## config.mk

```make
export PLATFORM = sky130hd
export DESIGN_NAME = oledCtrl
export DESIGN_NICKNAME = d
export VERILOG_FILES = /design/src/hw/oledCmdPkg.sv /design/src/hw/oledLinkPkg.sv /design/src/hw/oledByteIf.sv /design/src/hw/oledCtrl.sv /design/src/hw/oledSpiTx.sv /design/src/hw/oledInitSeq.sv /design/src/hw/oledByteQueue.sv
export SDC_FILE = /design/constraint.sdc
export NUM_CORES = 1
export LEC_CHECK = 0
export BUFFER_PORTS_ARGS = -buffer_cell sky130_fd_sc_hd__buf_2
export CAP_MARGIN = 0
export CORE_ASPECT_RATIO = 1.5
export CORE_MARGIN = 4
export CORE_UTILIZATION = 58
export CTS_BUF_LIST = sky130_fd_sc_hd__clkbuf_4 sky130_fd_sc_hd__clkbuf_8
export CTS_CLUSTER_DIAMETER = 60
export DETAILED_ROUTE_END_ITERATION = 8
export GPL_TIMING_DRIVEN = 0
export PLACE_DENSITY = 0.89
export SYNTH_ARGS = -nofsm -noshare
export SYNTH_HDL_FRONTEND = slang
export SYNTH_SLANG_ARGS = --single-unit
```

## constraint.sdc

```tcl
create_clock -name clk -period 2.3 [get_ports clk]
set_clock_uncertainty 0.05 [all_clocks]
set_input_delay 0.23 -clock clk [delete_from_list [all_inputs] [get_ports clk]]
set_output_delay 0.23 -clock clk [all_outputs]
set_load 0.005 [all_outputs]
```

## src/hw/oledCmdPkg.sv

```systemverilog
package oledCmdPkg;

    ////////////////////////////////////////////////////////////
    // SSD1306 command opcodes
    ////////////////////////////////////////////////////////////

    // Fundamental
    localparam logic [7:0] CMD_DISPLAY_OFF  = 8'hAE;   // Sleep mode
    localparam logic [7:0] CMD_DISPLAY_ON   = 8'hAF;
    localparam logic [7:0] CMD_SET_CONTRAST = 8'h81;
    localparam logic [7:0] CMD_RESUME_RAM   = 8'hA4;   // Follow RAM contents

    // Timing and driving
    localparam logic [7:0] CMD_SET_CLK_DIV  = 8'hD5;
    localparam logic [7:0] CMD_SET_MUX      = 8'hA8;   // Multiplex ratio
    localparam logic [7:0] CMD_SET_OFFSET   = 8'hD3;
    localparam logic [7:0] CMD_CHARGE_PUMP  = 8'h8D;   // Internal DC-DC

    // Addressing and layout
    localparam logic [7:0] CMD_START_LINE   = 8'h40;   // Line 0
    localparam logic [7:0] CMD_MEM_MODE     = 8'h20;
    localparam logic [7:0] CMD_SEG_REMAP    = 8'hA1;   // Column 127 at SEG0
    localparam logic [7:0] CMD_COM_SCAN_DEC = 8'hC8;   // Scan COM[N-1] to COM0

    ////////////////////////////////////////////////////////////
    // Power-up sequence
    ////////////////////////////////////////////////////////////

    localparam int INIT_LEN = 12;

    // Played in order after reset, every entry a command
    localparam logic [7:0] initSeqRom [0:INIT_LEN-1] = '{
        CMD_DISPLAY_OFF,
        CMD_SET_CLK_DIV,
        CMD_SET_MUX,
        CMD_SET_OFFSET,
        CMD_START_LINE,
        CMD_CHARGE_PUMP,
        CMD_MEM_MODE,
        CMD_SEG_REMAP,
        CMD_COM_SCAN_DEC,
        CMD_SET_CONTRAST,
        CMD_RESUME_RAM,
        CMD_DISPLAY_ON      // Panel lights up last
    };

endpackage

```

## src/hw/oledLinkPkg.sv

```systemverilog
package oledLinkPkg;

    ////////////////////////////////////////////////////////////
    // Link sizing
    ////////////////////////////////////////////////////////////

    // Host queue entries, also the host's credits after reset
    localparam int QUEUE_DEPTH = 8;

    // clk cycles per sclk half period
    localparam int SCLK_HALF = 1;

    localparam int TX_SLOTS = 1;    // Transmitter holds one byte at a time
    localparam int CREDIT_W = 2;    // Width of a sender's credit counter

    ////////////////////////////////////////////////////////////
    // Link item
    ////////////////////////////////////////////////////////////

    // Level on the D/C pin
    // High means display data, low means command register
    localparam logic DC_CMD  = 1'b0;
    localparam logic DC_DATA = 1'b1;

    // One tagged byte, 9 bits wide
    typedef struct packed {
        logic       isData;     // 1 data, 0 command
        logic [7:0] value;      // Shifted out MSB first
    } oledByte_t;

endpackage
```

## src/hw/oledByteIf.sv

```systemverilog
`timescale 1ns/1ps

// Credit-based byte link
// Sender may raise valid only with a nonzero credit count,
// each valid cycle spends one credit, each credit pulse returns one
interface oledByteIf import oledLinkPkg::*; (
    input logic clk
);

    logic      valid;   // Item offered this cycle
    oledByte_t item;    // Tagged byte
    logic      credit;  // One-cycle pulse, one slot freed at receiver

    modport sender (
        input  clk,
        output valid,
        output item,
        input  credit
    );

    modport receiver (
        input  clk,
        input  valid,
        input  item,
        output credit
    );

endinterface

```

## src/hw/oledCtrl.sv

```systemverilog
`timescale 1ns/1ps

module oledCtrl #(
    parameter int QUEUE_DEPTH = oledLinkPkg::QUEUE_DEPTH,  // Host credits after reset
    parameter int SCLK_HALF   = oledLinkPkg::SCLK_HALF     // clk cycles per sclk half
) (
    input  logic       clk,
    input  logic       rst_n,
    // Host side, credit flow control
    input  logic       hostValid,
    input  logic       hostIsData,
    input  logic [7:0] hostByte,
    output logic       hostCredit,
    // Panel SPI pins
    output logic       csN,
    output logic       sclk,
    output logic       sdin,
    output logic       dc,
    output logic       initDone
);

    ////////////////////////////////////////////////////////////
    // Internal links
    ////////////////////////////////////////////////////////////

    oledByteIf queueToSeq (.clk(clk));
    oledByteIf seqToTx    (.clk(clk));

    // Host bytes wait here
    oledByteQueue #(
        .DEPTH(QUEUE_DEPTH)
    ) uQueue (
        .clk        (clk),
        .rst_n      (rst_n),
        .hostValid  (hostValid),
        .hostIsData (hostIsData),
        .hostByte   (hostByte),
        .hostCredit (hostCredit),
        .out        (queueToSeq.sender)
    );

    // Power-up table first, then pass-through
    oledInitSeq uSeq (
        .clk      (clk),
        .rst_n    (rst_n),
        .in       (queueToSeq.receiver),
        .out      (seqToTx.sender),
        .initDone (initDone)
    );

    oledSpiTx #(
        .HALF_CYCLES(SCLK_HALF)
    ) uTx (
        .clk   (clk),
        .rst_n (rst_n),
        .in    (seqToTx.receiver),
        .csN   (csN),
        .sclk  (sclk),
        .sdin  (sdin),
        .dc    (dc)
    );

endmodule

```

## src/hw/oledSpiTx.sv

```systemverilog
`timescale 1ns/1ps

module oledSpiTx import oledLinkPkg::*; #(
    parameter int HALF_CYCLES = SCLK_HALF   // clk cycles per sclk half
) (
    input  logic        clk,
    input  logic        rst_n,
    oledByteIf.receiver in,
    output logic        csN,    // Chip select, low for the whole byte
    output logic        sclk,   // Panel samples on rising edge
    output logic        sdin,   // Serial data, MSB first
    output logic        dc      // Held from accept to next accept
);

    localparam int DIV_W = $clog2(HALF_CYCLES + 1);

    // Step 1 is setup, even steps 2..16 sclk low, odd steps 3..17 sclk high
    localparam logic [4:0] STEP_IDLE  = 5'd0;
    localparam logic [4:0] STEP_SETUP = 5'd1;
    localparam logic [4:0] STEP_LAST  = 5'd17;

    logic [4:0]       step;
    logic [DIV_W-1:0] divCnt;       // Half period divider
    logic [7:0]       shiftReg;
    logic             dcHeld;
    logic             done;         // One-cycle end of byte
    logic             busy;
    logic             halfEnd;
    logic             highPhase;
    logic             accept;
    logic             shiftBit;     // Next bit onto sdin

    assign busy      = (step != STEP_IDLE);
    assign accept    = !busy && in.valid;
    assign halfEnd   = (divCnt == DIV_W'(HALF_CYCLES - 1));
    assign highPhase = step[0] && (step > STEP_SETUP);
    assign shiftBit  = (step == STEP_SETUP)
                     || (highPhase && halfEnd && (step != STEP_LAST));

    assign dc        = dcHeld;
    assign in.credit = done;        // Slot free again with done

    ////////////////////////////////////////////////////////////
    // Step sequencer
    ////////////////////////////////////////////////////////////

    always_ff @(posedge clk or negedge rst_n) begin
        if (!rst_n) begin
            step   <= STEP_IDLE;
            divCnt <= '0;
            csN    <= 1'b1;
            sclk   <= 1'b0;
            sdin   <= 1'b0;
            dcHeld <= 1'b0;
            done   <= 1'b0;
        end else begin
            done <= 1'b0;
            case (step)
                STEP_IDLE: begin
                    if (accept) begin
                        dcHeld <= in.item.isData;
                        csN    <= 1'b0;         // Select panel next cycle
                        step   <= STEP_SETUP;
                    end
                end
                STEP_SETUP: begin
                    divCnt <= '0;
                    step   <= step + 1'b1;      // First low half with MSB
                end
                default: begin
                    if (!halfEnd) begin
                        divCnt <= divCnt + 1'b1;
                    end else begin
                        divCnt <= '0;
                        if (!highPhase) begin
                            sclk <= 1'b1;       // Rising edge latches bit
                            step <= step + 1'b1;
                        end else if (step == STEP_LAST) begin
                            csN  <= 1'b1;       // Deselect, byte complete
                            sclk <= 1'b0;
                            done <= 1'b1;
                            step <= STEP_IDLE;
                        end else begin
                            sclk <= 1'b0;
                            step <= step + 1'b1;
                        end
                    end
                end
            endcase

            if (shiftBit) begin
                sdin <= shiftReg[7];
            end
        end
    end

    // Payload register
    always_ff @(posedge clk) begin
        if (accept) begin
            shiftReg <= in.item.value;
        end else if (shiftBit) begin
            shiftReg <= {shiftReg[6:0], 1'b0};
        end
    end

    // Sender held one credit, so a second item mid-byte breaks the link
    assert property (@(posedge in.clk) disable iff (!rst_n)
        busy |-> !in.valid)
        else $error("oledSpiTx: item arrived while a byte is in progress");

endmodule

```

## src/hw/oledInitSeq.sv

```systemverilog
`timescale 1ns/1ps

module oledInitSeq import oledLinkPkg::*, oledCmdPkg::*; (
    input  logic        clk,
    input  logic        rst_n,
    oledByteIf.receiver in,
    oledByteIf.sender   out,
    output logic        initDone
);

    localparam int IDX_W = $clog2(INIT_LEN + 1);

    logic [IDX_W-1:0] tableIdx;     // Next table entry to issue
    logic [IDX_W-1:0] romIdx;
    logic             txCredit;     // Transmitter slot free
    logic             passThru;     // Phase flag, high after init
    logic             tableLeft;
    logic             allIssued;
    oledByte_t        tableItem;

    assign tableLeft = (tableIdx < IDX_W'(INIT_LEN));
    assign allIssued = !tableLeft;
    assign romIdx    = tableLeft ? tableIdx : '0;   // Keep ROM index in range
    assign tableItem = '{isData: DC_CMD, value: initSeqRom[romIdx]};

    ////////////////////////////////////////////////////////////
    // Link muxing
    ////////////////////////////////////////////////////////////

    // Table bytes first, then queue items straight through
    assign out.valid = passThru ? in.valid : (tableLeft && txCredit);
    assign out.item  = passThru ? in.item  : tableItem;

    // No credits to the queue while the table plays.
    // Done pulse of the last table byte hands the slot over,
    // after that every credit is forwarded
    assign in.credit = out.credit && allIssued;

    assign initDone = passThru;

    always_ff @(posedge clk or negedge rst_n) begin
        if (!rst_n) begin
            tableIdx <= '0;
            txCredit <= 1'(TX_SLOTS);
            passThru <= 1'b0;
        end else begin
            if (!passThru && out.valid) begin
                tableIdx <= tableIdx + 1'b1;
            end
            if (allIssued && out.credit) begin
                passThru <= 1'b1;       // Sticky until reset
            end

            // Track the slot in both phases
            case ({out.valid, out.credit})
                2'b10:   txCredit <= 1'b0;
                2'b01:   txCredit <= 1'b1;
                default: txCredit <= txCredit;
            endcase
        end
    end

    // Covers the queue as well once items pass through
    assert property (@(posedge out.clk) disable iff (!rst_n)
        out.valid |-> txCredit)
        else $error("oledInitSeq: byte sent to transmitter without credit");

    // Queue gets no slot until the table is done
    assert property (@(posedge in.clk) disable iff (!rst_n)
        !passThru |-> !in.valid)
        else $error("oledInitSeq: queue item offered during init");

endmodule

```

## src/hw/oledByteQueue.sv

```systemverilog
`timescale 1ns/1ps

module oledByteQueue import oledLinkPkg::*; #(
    parameter int DEPTH = QUEUE_DEPTH
) (
    input  logic       clk,
    input  logic       rst_n,
    input  logic       hostValid,
    input  logic       hostIsData,
    input  logic [7:0] hostByte,
    output logic       hostCredit,
    oledByteIf.sender  out
);

    localparam int PTR_W = (DEPTH > 1) ? $clog2(DEPTH) : 1;
    localparam int CNT_W = $clog2(DEPTH + 1);

    oledByte_t        mem [DEPTH];     // Entry storage
    logic [PTR_W-1:0] wrPtr;
    logic [PTR_W-1:0] rdPtr;
    logic [CNT_W-1:0] fill;            // Entries held
    logic [CREDIT_W-1:0] txCredits;    // Downstream slots granted to us
    logic             pop;
    oledByte_t        hostItem;

    // Wrap at DEPTH, so non power of two depths work too
    function automatic logic [PTR_W-1:0] nextPtr(input logic [PTR_W-1:0] ptr);
        nextPtr = (ptr == PTR_W'(DEPTH - 1)) ? '0 : ptr + 1'b1;
    endfunction

    assign hostItem = '{isData: hostIsData, value: hostByte};

    ////////////////////////////////////////////////////////////
    // Read side
    ////////////////////////////////////////////////////////////

    // Head entry goes out as soon as a downstream slot is granted
    assign pop       = (fill != '0) && (txCredits != '0);
    assign out.valid = pop;
    assign out.item  = mem[rdPtr];

    always_ff @(posedge clk) begin
        if (hostValid) begin
            mem[wrPtr] <= hostItem;     // Visible to reader next cycle
        end
    end

    always_ff @(posedge clk or negedge rst_n) begin
        if (!rst_n) begin
            wrPtr      <= '0;
            rdPtr      <= '0;
            fill       <= '0;
            txCredits  <= '0;           // Sequencer owns the slot during init
            hostCredit <= 1'b0;
        end else begin
            if (hostValid) wrPtr <= nextPtr(wrPtr);
            if (pop)       rdPtr <= nextPtr(rdPtr);

            case ({hostValid, pop})
                2'b10:   fill <= fill + 1'b1;
                2'b01:   fill <= fill - 1'b1;
                default: fill <= fill;  // Idle or push and pop together
            endcase

            case ({out.credit, pop})
                2'b10:   txCredits <= txCredits + 1'b1;
                2'b01:   txCredits <= txCredits - 1'b1;
                default: txCredits <= txCredits;
            endcase

            hostCredit <= pop;          // Freed entry back to host
        end
    end

    // Host pushing into a full queue has spent credits it never had
    assert property (@(posedge clk) disable iff (!rst_n)
        hostValid |-> (fill != CNT_W'(DEPTH)))
        else $error("oledByteQueue: push into full queue, host credit overrun");

endmodule

```

Word-level counts from Yosys, hierarchy flattened

Memory sizes are Yosys's and may differ from the RTL's.
Cells that the tools add are included.

Bits in registers: 38
Memory bits (writable): 72
Bits in read-only memories: 128
Bits of input ports: 12
Output and inout bits: 6
Word-level logic and storage cells: 106
Memories kept: 2

Add/subtract/negate cells: 9
Magnitude comparators: 3
Equal/unequal tests: 14
Muxes and demuxes: 31
Bitwise operators: 4
Reductions and logical operators: 27

Memory list:

| memory          | words | bits a word | rd ports | clocked after memory_dff | write ports | RTL line            | source |
|---|---|---|---|---|---|---|---|
| (no name shown) | 16    | 8           | 1        | 0                        | 0           | oledInitSeq.sv:24   | `assign tableItem = '{isData: DC_CMD, value: initSeqRom[romIdx]};` |
| uQueue.mem      | 8     | 9           | 1        | 0                        | 1           | oledByteQueue.sv:18 | `oledByte_t mem [DEPTH];` |

Operator list:

| cell                                                                  | count |
|---|---|
| 8-bit 2-to-1 mux                                                      | 4 |
| 5-bit 2-to-1 mux                                                      | 4 |
| 2-bit nonzero test                                                    | 7 |
| 1-bit 2-to-1 mux                                                      | 13 |
| 5-bit one-hot mux with 2 select lines                                 | 1 |
| 9-bit 2-to-1 mux                                                      | 1 |
| 4-bit by 1-bit adder with 4-bit output (second input constant)        | 2 |
| 1-bit logical AND                                                     | 8 |
| 4-bit one-hot mux with 2 select lines                                 | 1 |
| 3-bit by 1-bit adder with 3-bit output (second input constant)        | 2 |
| 2-bit by 1-bit == test with 1-bit output (second input constant)      | 3 |
| 2-bit == test (second input constant)                                 | 3 |
| 3-bit == test (second input constant)                                 | 2 |
| 3-bit 2-to-1 mux                                                      | 2 |
| 1-bit one-hot mux with 2 select lines                                 | 3 |
| 2-bit AND reduction                                                   | 3 |
| 5-bit by 1-bit adder with 5-bit output (second input constant)        | 1 |
| 5-bit by 1-bit == test with 1-bit output (second input constant)      | 1 |
| 5-bit == test (second input constant)                                 | 1 |
| 5-bit >= comparator (second input constant)                           | 1 |
| 5-bit by 1-bit > comparator with 1-bit output (second input constant) | 1 |
| 5-bit logical NOT                                                     | 1 |
| 5-bit inequality test (second input constant)                         | 1 |
| 4-bit NOT with 5-bit output                                           | 1 |
| other kinds (17)                                                      | 21 |

Longest topological paths before layout

Gate-level depths: netlist (run 1).

Depth after elaboration: 8
Mapped depth: 11

By module

From an unflattened synthesis (run 1), not the netlist that was laid out.

Cell total of the unflattened synthesis: 296
Area total of the unflattened synthesis: 4904.7 um2

By module, submodules not included:

| module        | instances | cells each | area an instance (um2) |
|---|---|---|---|
| oledByteQueue | 1         | 169        | 3484.6 |
| oledSpiTx     | 1         | 62         | 860.8 |
| oledInitSeq   | 1         | 65         | 559.3 |

Worst setup path after synthesis (run 1)

Ideal clock, no wire load.

Kind: register to register
Start: reg uQueue.fill[1]
End: reg uQueue.fill[2]
Library setup time: 0.152 ns
Arrival time: 2.258 ns
Data required time: 2.098 ns
Setup slack: -0.160 ns
Stages on the path, launching flop included: 12
Buffers on the path: 2
Period minus slack after synthesis: 2.460 ns
Cells stage by stage: dfrtp_1 > buf_6 > nor4_4 > nor2_1 > ha_1 > clkbuf_1 > xor2_1 > ha_1 > nor3b_1 > o31ai_1 > o311ai_0 > o311ai_0

Word-level cells in the longest chain between the ends: 4
Elaborated cells between the ends (all ways): 8

Ends and longest elaborated chain:

| element                                                                     | RTL line            | source |
|---|---|---|
| start, declared                                                             | oledByteQueue.sv:21 | `logic [CNT_W-1:0] fill;` |
| start signal, assigned                                                      | oledByteQueue.sv:60 | `2'b10: fill <= fill + 1'b1;` |
| start signal, assigned                                                      | oledByteQueue.sv:61 | `2'b01: fill <= fill - 1'b1;` |
| start signal, assigned                                                      | oledByteQueue.sv:62 | `default: fill <= fill;` |
| 4-bit nonzero test *                                                        | oledByteQueue.sv:38 | `assign pop = (fill != '0) && (txCredits != '0);` |
| 1-bit logical AND *                                                         | oledByteQueue.sv:38 |  |
| via queueToSeq.valid                                                        | oledByteIf.sv:10    | `logic valid;` |
| 2-bit by 1-bit == test with 1-bit output or 2-bit == test (tied branches)   | oledByteQueue.sv:59 | `case ({hostValid, pop})` |
| 4-bit one-hot mux with 2 select lines or 2-bit nonzero test (tied branches) | --                  |  |

Mark *: on every way through the listed nets, which the timed path passes. The rest lies on a longest branch.
A chain may end at the register's enable or synchronous reset.

Worst setup path after layout (run 1)

Start: reg uQueue.fill[2]
End: reg uQueue.fill[2]

Same word-level chain as after synthesis.

==> metrics.md, run 1 <==
| Metric | Value |
|---|---|
| Status | `completed` |
| Post-Syn Area | `4916 sq um` |
| Initial antenna violation count | `0` |
| Clock transition at path regs | `0.11 ns` |
| DRT iter0 DRCs | `266` |
| Clock Latency Late Sink | `0.38 ns` |
| Setup crit end kind | `register` |
| # IOs | `18` |
| Most used cell, CP | `o311ai_1` |
| Area after DPL | `5147 sq um` |
| Reg-to-reg slack, setup | `0.04 ns` |
| FMAX | `0.4423 GHz` |
| Initial Utilization | `60.26%` |
| Die X | `83.17 um` |
| Sw power | `1.145 mW` |
| Final Slew Violations | `0` |
| # H-tree levels | `3` |
| EDFF count, synth | `80` |
| Row count | `40` |
| Max VDD drop | `527.9 uV` |
| RSZ-0062 raised after global routing | `true` |
| Layout cell share with drive strength beyond 1 | `26.26%` |
| Layout Utilization | `67.32%` |
| Total CTS buffers | `9` |
| Vias in the first global route | `2982` |
| # setup viols final | `0` |
| Root Buffer | `clkbuf_8` |
| Clk sink count | `109` |
| CP required | `2.49 ns` |
| Final Hold Fails | `0` |
| Syn Inst Count | `330` |
| Final period util | `98.30%` |
| Final nets | `398` |
| Min-delay worst type | `primary input to register` |
| FFs w/ async S/R, synth | `26.61%` |
| Port Buffers | `16` |
| Final Total Pwr | `4.199 mW` |
| Die Ht | `120.8 um` |
| Die footprint | `10040 sq um` |
| LEAKAGE | `1.999 nW` |
| Setup crit start kind | `register` |
| Fill cells | `521` |
| Minimum clock period | `2.261 ns` |
| GP Congestion | `0.8138` |
| Longest Clk Path Bufs | `2` |
| Register bit count reported by yosys | `109` |
| Relative slew slack | `28.48%` |
| DRT Pass-1 Iters | `5` |
| Slowest stage cell, crit path | `dfrtp_2` |
| Worst-margin pin slew | `1.069 ns` |
| Ys flop type | `edfxtp_1` |
| Comb pwr share | `14.9%` |
| Via count | `2901` |
| Finished Cell Area | `5492 sq um` |
| Syn Nets | `356` |
| Drc violations | `0` |
| Post-synthesis sequential area ratio | `63.68%` |
| Syn_area_per_cell | `14.90 sq um` |
| Overall global routing resource usage | `19.84%` |
| P per Cell Area | `764.7 nW/um^2` |
| Crit-path cells | `nor4_4 > nor2_4 > ha_4 > xor2_2 > ha_2 > inv_1 > o31a_1 > o311ai_1 > o311ai_1` |
| Area Growth Syn to Fin | `11.71%` |
| CTS tree | `yes` |
| Clock power share | `26.1%` |
| Warnings, synthesis | `0` |
| Netlist cell types | `56` |
| Detail Route Antenna Nets | `0` |
| Register share of total power | `58.9%` |
| Max cap viols | `0` |
| Setup TNS | `0 ns` |
| Largest area contributor in the netlist | `edfxtp_1` |
| First-pass GRT wire length | `15260 um` |
| Drt wl/cell | `19.17 um` |
| Grt ovf | `0` |
| CP max FO | `6` |
| WP data arrival | `2.45 ns` |
| Core area | `8158 sq um` |
| Cell-internal power | `3.054 mW` |
| Area contributors post-synth | `edfxtp_1 (49%), dfrtp_1 (14%), mux4_2 (7.8%)` |
| Routed wire length | `9240 um` |
| Yosys top cell area share | `48.87%` |
| Vias per cell | `6.019` |
| Ant. Diodes | `0` |
| Critical Setup Path Class | `register to register` |
| Switching share of power | `27.27%` |
| Pin count of the biggest net entering global routing | `30` |
| Critical Path Max Stage Delay | `0.46 ns` |
| HPWL after DPL | `6202 um` |
==> kinds of logic (layout without fill, tap and decap cells) <==
kind of cell	after synthesis	after routing	share of synthesized area [%]
flops	109	109	63.68
buf+inv	25	72	2.316
simple gates	86	86	9.697
fa+ha+maj	14	14	3.563
xor+xnor	9	9	1.604
mux	31	31	10.87
compound gates	56	56	8.272
==> sequential cells by signal (all words and copies together) (netlist names) <==
register and flops:
uTx.dc 1, uQueue.fill 4, uTx.step 5, uSeq.initDone 1, uQueue.hostCredit 1, uQueue.wrPtr 3
uQueue.txCredits 2, uQueue.rdPtr 3, uTx.shiftReg 8, uQueue.mem 72, uSeq.txCredit 1, uSeq.tableIdx 4
uTx.csN 1, uTx.sdin 1, uTx.sclk 1, uTx.in.credit 1
==> timing repair <==
action                                  4_1_cts  5_1_grt
endpoints found under the setup margin       11       12
gates resized for setup                       2        7
hold buffers                                  1        0
hold endpoints to repair                     27        0
buffers inserted                              2       14
pin swaps                                     1        5
==> final timing paths <==
check	start	to	depth (start not counted)
min in group asynchronous	rst_n	uQueue.fill[3]	2
worst min register to register	uTx.shiftReg[7]	uTx.sdin	1
worst min-delay path	hostByte[6]	uQueue.mem[6][6]	1
worst max register to register	uQueue.fill[2]	uQueue.fill[2]	9
max in group asynchronous	rst_n	uQueue.fill[0]	2
worst max-delay path	uQueue.fill[2]	uQueue.fill[2]	9
==> cells in the final DEF, fill, tap and decap left out, types with 4 or more instances in the layout <==
master     n
a21oi_1    7
a31oi_1    4
buf_2     21
buf_4     18
clkbuf_1   4
clkbuf_8   9
dfrtp_1   25
edfxtp_1  80
ha_1      12
inv_1     11
mux2_2     9
mux2i_1    5
mux4_2    17
nand2_1   19
nand2b_1   5
nand3_1    9
nor2_1    18
nor2b_1    6
o21ai_0   13
xnor2_1    6
==> final cells by class <==
type                       instances  area, sq um  area share (%)
clock inverter                     7        62.56           1.139
multi-input combinational        196         1723           31.37
tap                              105        131.4           2.392
clock buffer                       9        123.9           2.256
inverter                          11        41.29          0.7519
sequential                       109         3133           57.05
timing repair buffer              34        215.2           3.919
buffer                            11        61.31           1.116
==> worst max-delay path: cells and delay by family, from the launching register on <==
| kind | cells | cell delay (ns) |
|---|---|---|
| AND/OR/NAND/NOR | 2 | 0.49 |
| XOR/XNOR | 1 | 0.12 |
| buffers and inverters | 1 | 0.06 |
| flip-flops | 1 | 0.46 |
| adder cells (fa/ha/maj) | 2 | 0.40 |
| AO/OA/AOI/OAI | 3 | 0.55 |
==> synth_stat cells, drive strengths merged, types with 5 or more instances <==
cell / n
a21oi: 8
buf: 7
clkbuf: 7
dfrtp: 27
edfxtp: 80
ha: 14
inv: 11
mux2: 9
mux2i: 5
mux4: 17
nand2: 19
nand2b: 5
nand3: 9
nor2: 20
nor2b: 6
o21ai: 15
xnor2: 6
==> through the flow <==
stage / hold WS, ns / instances / worst slack (ns)
floorplan: -0.1156 / 330 / -0.01916
global placement: 0.2398 / 451 / -0.2551
detailed placement: 0.2514 / 452 / -0.3354
CTS: 0.04500 / 471 / -0.1583
global route: 0.05417 / 482 / 0.002860
finish: 0.05381 / 482 / 0.03909
==> layer usage <==
| metal | share of wire (%) | vias to the layer above | global-route usage, % |
|---|---|---|---|
| li1 | - | 1356 | - |
| met1 | 40 | 1456 | 22.91 |
| met2 | 53 | 73 | 35.74 |
| met3 | 4.2 | 16 | 4.294 |
| met4 | 2.5 | 0 | 7.873 |
| met5 | 0 | - | 0 |
==> power groups by stage <==
stage	Combinational, mW	Clock (mW)	Sequential (mW)
detailed placement	0.516	0	2.52
floorplan	0.368	0	2.48
finish	0.626	1.10	2.48
global placement	0.483	0	2.50
CTS	0.537	1.12	2.48
global route	0.693	1.21	2.50
Note: power is estimated with default switching activity, not from simulation.
==> inputs of run 2 (changes only) <==
--- a/config.mk
+++ b/config.mk
@@ -10,10 +10,10 @@
 export CORE_ASPECT_RATIO = 1.5
 export CORE_MARGIN = 4
 export CORE_UTILIZATION = 58
-export CTS_BUF_LIST = sky130_fd_sc_hd__clkbuf_4 sky130_fd_sc_hd__clkbuf_8
+export CTS_BUF_LIST = sky130_fd_sc_hd__clkbuf_2 sky130_fd_sc_hd__clkbuf_4 sky130_fd_sc_hd__clkbuf_8
 export CTS_CLUSTER_DIAMETER = 60
 export DETAILED_ROUTE_END_ITERATION = 8
-export GPL_TIMING_DRIVEN = 0
+export GPL_TIMING_DRIVEN = 1
 export PLACE_DENSITY = 0.89
 export SYNTH_ARGS = -nofsm -noshare
 export SYNTH_HDL_FRONTEND = slang
==> metrics.md, run 2 (synthesis results as in run 1) <==
| Metric | Value |
|---|---|
| Final WS setup | `0.1425 ns` |
| Die X | `83.17 um` |
| Row count | `40` |
| Setup crit end kind | `register` |
| Final Hold Fails | `0` |
| Max cap viols | `0` |
| Die footprint | `10040 sq um` |
| Minimum clock period | `2.158 ns` |
| Final Total Pwr | `4.075 mW` |
| Routed wire length | `9534 um` |
| # IOs | `18` |
| Initial antenna violation count | `0` |
| Drc violations | `0` |
| Register share of total power | `61.4%` |
| Final Slew Violations | `0` |
| Most crowded layer after global routing | `met2` |
| Longest Clk Path Bufs | `2` |
| Pin count of the biggest net entering global routing | `30` |
| Most frequent cells in the layout | `edfxtp_1 (80), dfrtp_1 (25), buf_4 (22)` |
| FMAX | `0.4635 GHz` |
| Critical Path Max Stage Delay | `0.50 ns` |
| Setup WS pre-CTS | `0.07938 ns` |
| Relative slew slack | `49.07%` |
| Ant. Diodes | `0` |
| Final nets | `394` |
| GR Layer Usage met3 | `4.158%` |
| Status | `completed` |
| Switching share of power | `26.22%` |
| Worst-margin pin slew | `0.7640 ns` |
| P per Cell Area | `748.2 nW/um^2` |
| Critical Setup Path Class | `register to register` |
| Crit-path cells | `ha_1 > or3b_2 > nor2_1 > a21oi_1 > nand2_1` |
| CTS tree | `yes` |
| RSZ-0062 raised after global routing | `false` |
| Clock transition at path regs | `0.10 ns` |
| Comb pwr share | `13.5%` |
| Buf/Inv on CP | `0` |
| Max reg flops | `72` |
| Root Buffer | `clkbuf_8` |
| Core area | `8158 sq um` |
| DRT iter0 DRCs | `199` |
| Slowest stage cell, crit path | `or3b_2` |
| Overall global routing resource usage | `20.45%` |
| Min-delay worst type | `primary input to register` |
| Setup crit start kind | `register` |
| Final period util | `93.81%` |
| Initial Utilization | `60.26%` |
| # setup viols final | `0` |
| M1 GR Usage | `24.28%` |
| Sw power | `1.068 mW` |
| Vias in the first global route | `3029` |
| First-pass GRT wire length | `15700 um` |
| Commonest non-fill, non-tap cell in the layout | `edfxtp_1` |
| Vias per cell | `6.105` |
| Grt ovf | `0` |
| Clk sink count | `109` |
| Via count | `2918` |
| Biggest regs | `uQueue.mem x72, uTx.shiftReg x8, uTx.step x5` |
| CP delay by family, top | `simple AND/OR/NAND/NOR gates` |
| Die Ht | `120.8 um` |
| Clock Latency Late Sink | `0.37 ns` |
| Total CTS buffers | `9` |
| Largest reg by FF count | `uQueue.mem` |
| DRT Pass-1 Iters | `4` |
| Port Buffers | `17` |
| Hold WS | `0.07829 ns` |
| GP Congestion | `0.8494` |
| CP required | `2.29 ns` |
| CP max FO | `8` |
| Area Growth Syn to Fin | `10.79%` |
| # H-tree levels | `3` |
| HPWL after DPL | `6773 um` |
| Drt wl/cell | `19.95 um` |
| Layout Utilization | `66.76%` |
| WP data arrival | `2.14 ns` |
| Max VDD drop | `457.1 uV` |
| Clock power share | `25.2%` |
| Cell-internal power | `3.006 mW` |
| Detail Route Antenna Nets | `0` |
| Layout cell share with drive strength beyond 1 | `25.47%` |
| LEAKAGE | `1.967 nW` |
| M2 GR Usage | `35.89%` |
-- run 2: metrics by stage --
step           setup TNS (ns)  cells  cell area (sq um)
2_1_floorplan        -0.01916    330               4926
3_3_place_gp                0    459               5239
3_5_place_dp                0    459               5239
4_1_cts                     0    476               5420
5_1_grt                     0    478               5446
6_report                    0    478               5446
-- run 2: power by group through the flow --
stage | registers (mW) | clock network, mW | logic, mW
2_1_floorplan | 2.48 | 0 | 0.368
3_3_place_gp | 2.52 | 0 | 0.485
3_5_place_dp | 2.54 | 0 | 0.521
4_1_cts | 2.50 | 1.05 | 0.523
5_1_grt | 2.52 | 1.13 | 0.615
6_report | 2.50 | 1.03 | 0.549
-- run 2: cell type report --
cell class	instances	area, sq um
Fill cell	539	2711
Sequential cell	109	3133
Multi-Input combinational cell	196	1689
Inverter	11	41.29
Timing Repair Buffer	41	280.3
Clock inverter	6	40.04
Clock buffer	10	131.4
Tap cell	105	131.4
-- run 2: path summary, 6_finish.rpt --
check,startpoint,endpoint,slack [ns],cells after the start
worst min-delay path,hostByte[0],uQueue.mem[1][0],0.08,1
worst min register to register,uTx.shiftReg[7],uTx.sdin,0.44,1
min in group asynchronous,rst_n,uQueue.rdPtr[2],0.37,2
worst max-delay path,uTx.step[0],uTx.shiftReg[3],0.14,5
max in group asynchronous,rst_n,uQueue.fill[2],1.38,2
worst max register to register,uTx.step[0],uTx.shiftReg[3],0.14,5
-- run 2: what timing repair did --
action / 4_1_cts / 5_1_grt
buffers inserted: 0 / 2
resized for setup: 0 / 4
hold buffers: 1 / 0
hold endpoints to repair: 27 / 0
endpoints found under the setup margin: 0 / 1
-- run 2: per-layer routing --
metal / vias up / share of wire, %
li1: 1345 / -
met1: 1479 / 39
met2: 75 / 54
met3: 19 / 3.6
met4: 0 / 2.8
met5: - / 0
==> inputs of run 3 (changes only) <==
--- a/config.mk
+++ b/config.mk
@@ -17,4 +17,5 @@
 export PLACE_DENSITY = 0.89
 export SYNTH_ARGS = -nofsm -noshare
 export SYNTH_HDL_FRONTEND = slang
+export SYNTH_HIERARCHICAL = 1
 export SYNTH_SLANG_ARGS = --single-unit
==> metrics.md, run 3 <==
| Metric | Value |
|---|---|
| Largest area contributor in the netlist | `edfxtp_1` |
| Vias per cell | `5.922` |
| Commonest non-fill, non-tap cell in the layout | `edfxtp_1` |
| Row count | `40` |
| Detail Route met3 WL | `306 um` |
| Setup TNS | `0 ns` |
| Warnings, synthesis | `6` |
| WP data arrival | `2.31 ns` |
| Netlist cell types | `52` |
| GP Congestion | `0.8099` |
| Max cap viols | `0` |
| Final Total Pwr | `4.270 mW` |
| Yosys top cell area share | `48.98%` |
| First-pass GRT wire length | `13780 um` |
| Final Hold Fails | `0` |
| Worst-margin pin slew | `0.6815 ns` |
| WL met1 | `3344 um` |
| P per Cell Area | `775.5 nW/um^2` |
| CTS tree | `yes` |
| HPWL after DPL | `5923 um` |
| Biggest regs | `uQueue/mem x72, uTx/shiftReg x8, uTx/step x5` |
| FMAX | `0.4496 GHz` |
| Final period util | `96.71%` |
| EDFF count, synth | `80` |
| Grt ovf | `0` |
| Ys flop type | `edfxtp_1` |
| Final nets | `366` |
| Crit-path cells | `buf_4 > mux4_1 > mux2_2 > a21oi_2 > o21ai_1 > mux2_2` |
| Port Buffers | `17` |
| CP required | `2.38 ns` |
| Count leader, synth | `edfxtp_1` |
| Via count | `2653` |
| Slowest stage cell, crit path | `mux4_1` |
| FFs w/ async S/R, synth | `26.61%` |
| Initial Utilization | `60.49%` |
| Root Buffer | `clkbuf_8` |
| Max VDD drop | `557.5 uV` |
| Drc violations | `0` |
| # setup viols final | `0` |
| Relative slew slack | `54.57%` |
| Register bit count reported by yosys | `109` |
| Pin count of the biggest net entering global routing | `30` |
| Minimum clock period | `2.224 ns` |
| Layout cell share with drive strength beyond 1 | `27.99%` |
| Status | `completed` |
| Clk sink count | `109` |
| Initial antenna violation count | `0` |
| # H-tree levels | `3` |
| Most frequent cells in the layout | `edfxtp_1 (80), dfrtp_1 (27), mux2_2 (26)` |
| Post-Syn Area | `4905 sq um` |
| Syn Inst Count | `296` |
| Syn Nets | `324` |
| Critical Setup Path Class | `register to register` |
| DRT iter0 DRCs | `200` |
| Setup crit end kind | `register` |
| Longest Clk Path Bufs | `2` |
| Die Ht | `120.6 um` |
| Min-delay worst type | `primary input to register` |
| Fill cells | `551` |
| Final Slew Violations | `0` |
| Die X | `83.09 um` |
| Area Growth Syn to Fin | `12.27%` |
| Critical Path Max Stage Delay | `0.56 ns` |
| Area contributors post-synth | `edfxtp_1 (49%), dfrtp_1 (14%), mux4_1 (9.1%)` |
| Total CTS buffers | `9` |
| Core area | `8108 sq um` |
| Setup crit start kind | `register` |
| Clock Latency Late Sink | `0.38 ns` |
| Synth cell count leaders | `edfxtp_1 (80), dfrtp_1 (27), mux2_2 (26), nor2_1 (18), mux4_1 (17)` |
| Post-synthesis sequential area ratio | `63.83%` |
| RSZ-0062 raised after global routing | `false` |
| Overall global routing resource usage | `18.07%` |
| Max reg flops | `72` |
| Syn_area_per_cell | `16.57 sq um` |
| LEAKAGE | `2.097 nW` |
| Vias in the first global route | `2734` |
| Routed wire length | `8572 um` |
| Most used cell, CP | `mux2_2` |
| CP max FO | `5` |
| Largest reg by FF count | `uQueue/mem` |
| Clock transition at path regs | `0.11 ns` |
| Routed met2 length | `4733 um` |
| DRT Pass-1 Iters | `4` |
| Top layer in use | `met4` |
| Detail Route Antenna Nets | `0` |
| Die footprint | `10020 sq um` |
| Ant. Diodes | `0` |
| # IOs | `18` |
| Hold WS | `0.05822 ns` |
| Drt wl/cell | `19.13 um` |
run 3: cell types whose count changed in the layout (fill, tap and decap cells not counted), moves of 6 or more:
cell and change:
mux2_2 +17, mux4_1 +16, mux4_2 -15, nand2_1 -8
nand3_1 -6, o21ai_0 -10
run 3: metal layers:
layer / up-vias / GRT usage, %
li1: 1230 / -
met1: 1344 / 19.75
met2: 66 / 33.73
met3: 13 / 3.136
met4: 0 / 8.384
met5: - / 0
run 3: worst paths after layout:
path                                     start  slack (ns)  depth (start not counted)             endpoint
min in group asynchronous                rst_n        0.36                          2      uQueue/rdPtr[0]
min reg2reg                uQueue/txCredits[1]        0.44                          1  uQueue/txCredits[1]
max                            uQueue/rdPtr[0]        0.08                          6      uTx/shiftReg[1]
min                                hostByte[0]        0.06                          1     uQueue/mem[5][0]
max reg2reg                    uQueue/rdPtr[0]        0.08                          6      uTx/shiftReg[1]
max in group asynchronous                rst_n        1.40                          2          uTx/step[4]
run 3: cell type report:
class | instances | area (sq um) | area share, %
flip-flops and latches | 109 | 3131 | 56.85
multi-input cells | 170 | 1690 | 30.70
repair buffers | 40 | 285.3 | 5.181
well taps | 105 | 131.4 | 2.386
clock buffers | 9 | 123.9 | 2.249
clock inverters | 7 | 115.1 | 2.090
inverters | 8 | 30.03 | 0.5453
run 3: through the flow:
step	worst slack [ns]	instance area, sq um	util (%)	instances
finish	0.07577	5507	67.92	448
global route	0.01065	5507	67.92	448
CTS	0.05867	5475	67.53	445
detailed placement	0.07697	5226	64.46	428
global placement	0.08416	5226	64.46	428
floorplan	0.2090	4905	-	296
run 3: logic make-up (layout without fill, tap and decap cells):
family	count (synthesis)	count (layout)	synth area share, %
compound gates	31	31	4.388
xor+xnor	11	11	1.964
fa+ha+maj	16	16	4.082
buf+inv	17	64	1.888
flops	109	109	63.83
mux	48	48	16.38
simple gates	64	64	7.474
run 3: timing repair:
item / CTS / global route
hold endpoints to repair: 27 / 0
setup buffers: 0 / 3
gates resized for setup: 0 / 4
hold buffers: 1 / 0
endpoints found under the setup margin: 0 / 3
run 3: worst max-delay path, delay by kind of cell (launching register included):
| kind | cells | cell delay (ns) |
|---|---|---|
| compound gates | 2 | 0.22 |
| mux | 3 | 1.14 |
| buf+inv | 1 | 0.16 |
| flops | 1 | 0.40 |
run 3: power by group:
| part | switching, mW | leakage (nW) | internal, mW |
|---|---|---|---|
| clock | 0.680 | 0.117 | 0.641 |
| sequential | 0.101 | 1.08 | 2.35 |
| combinational | 0.276 | 0.898 | 0.227 |
| total | 1.06 | 2.10 | 3.21 |
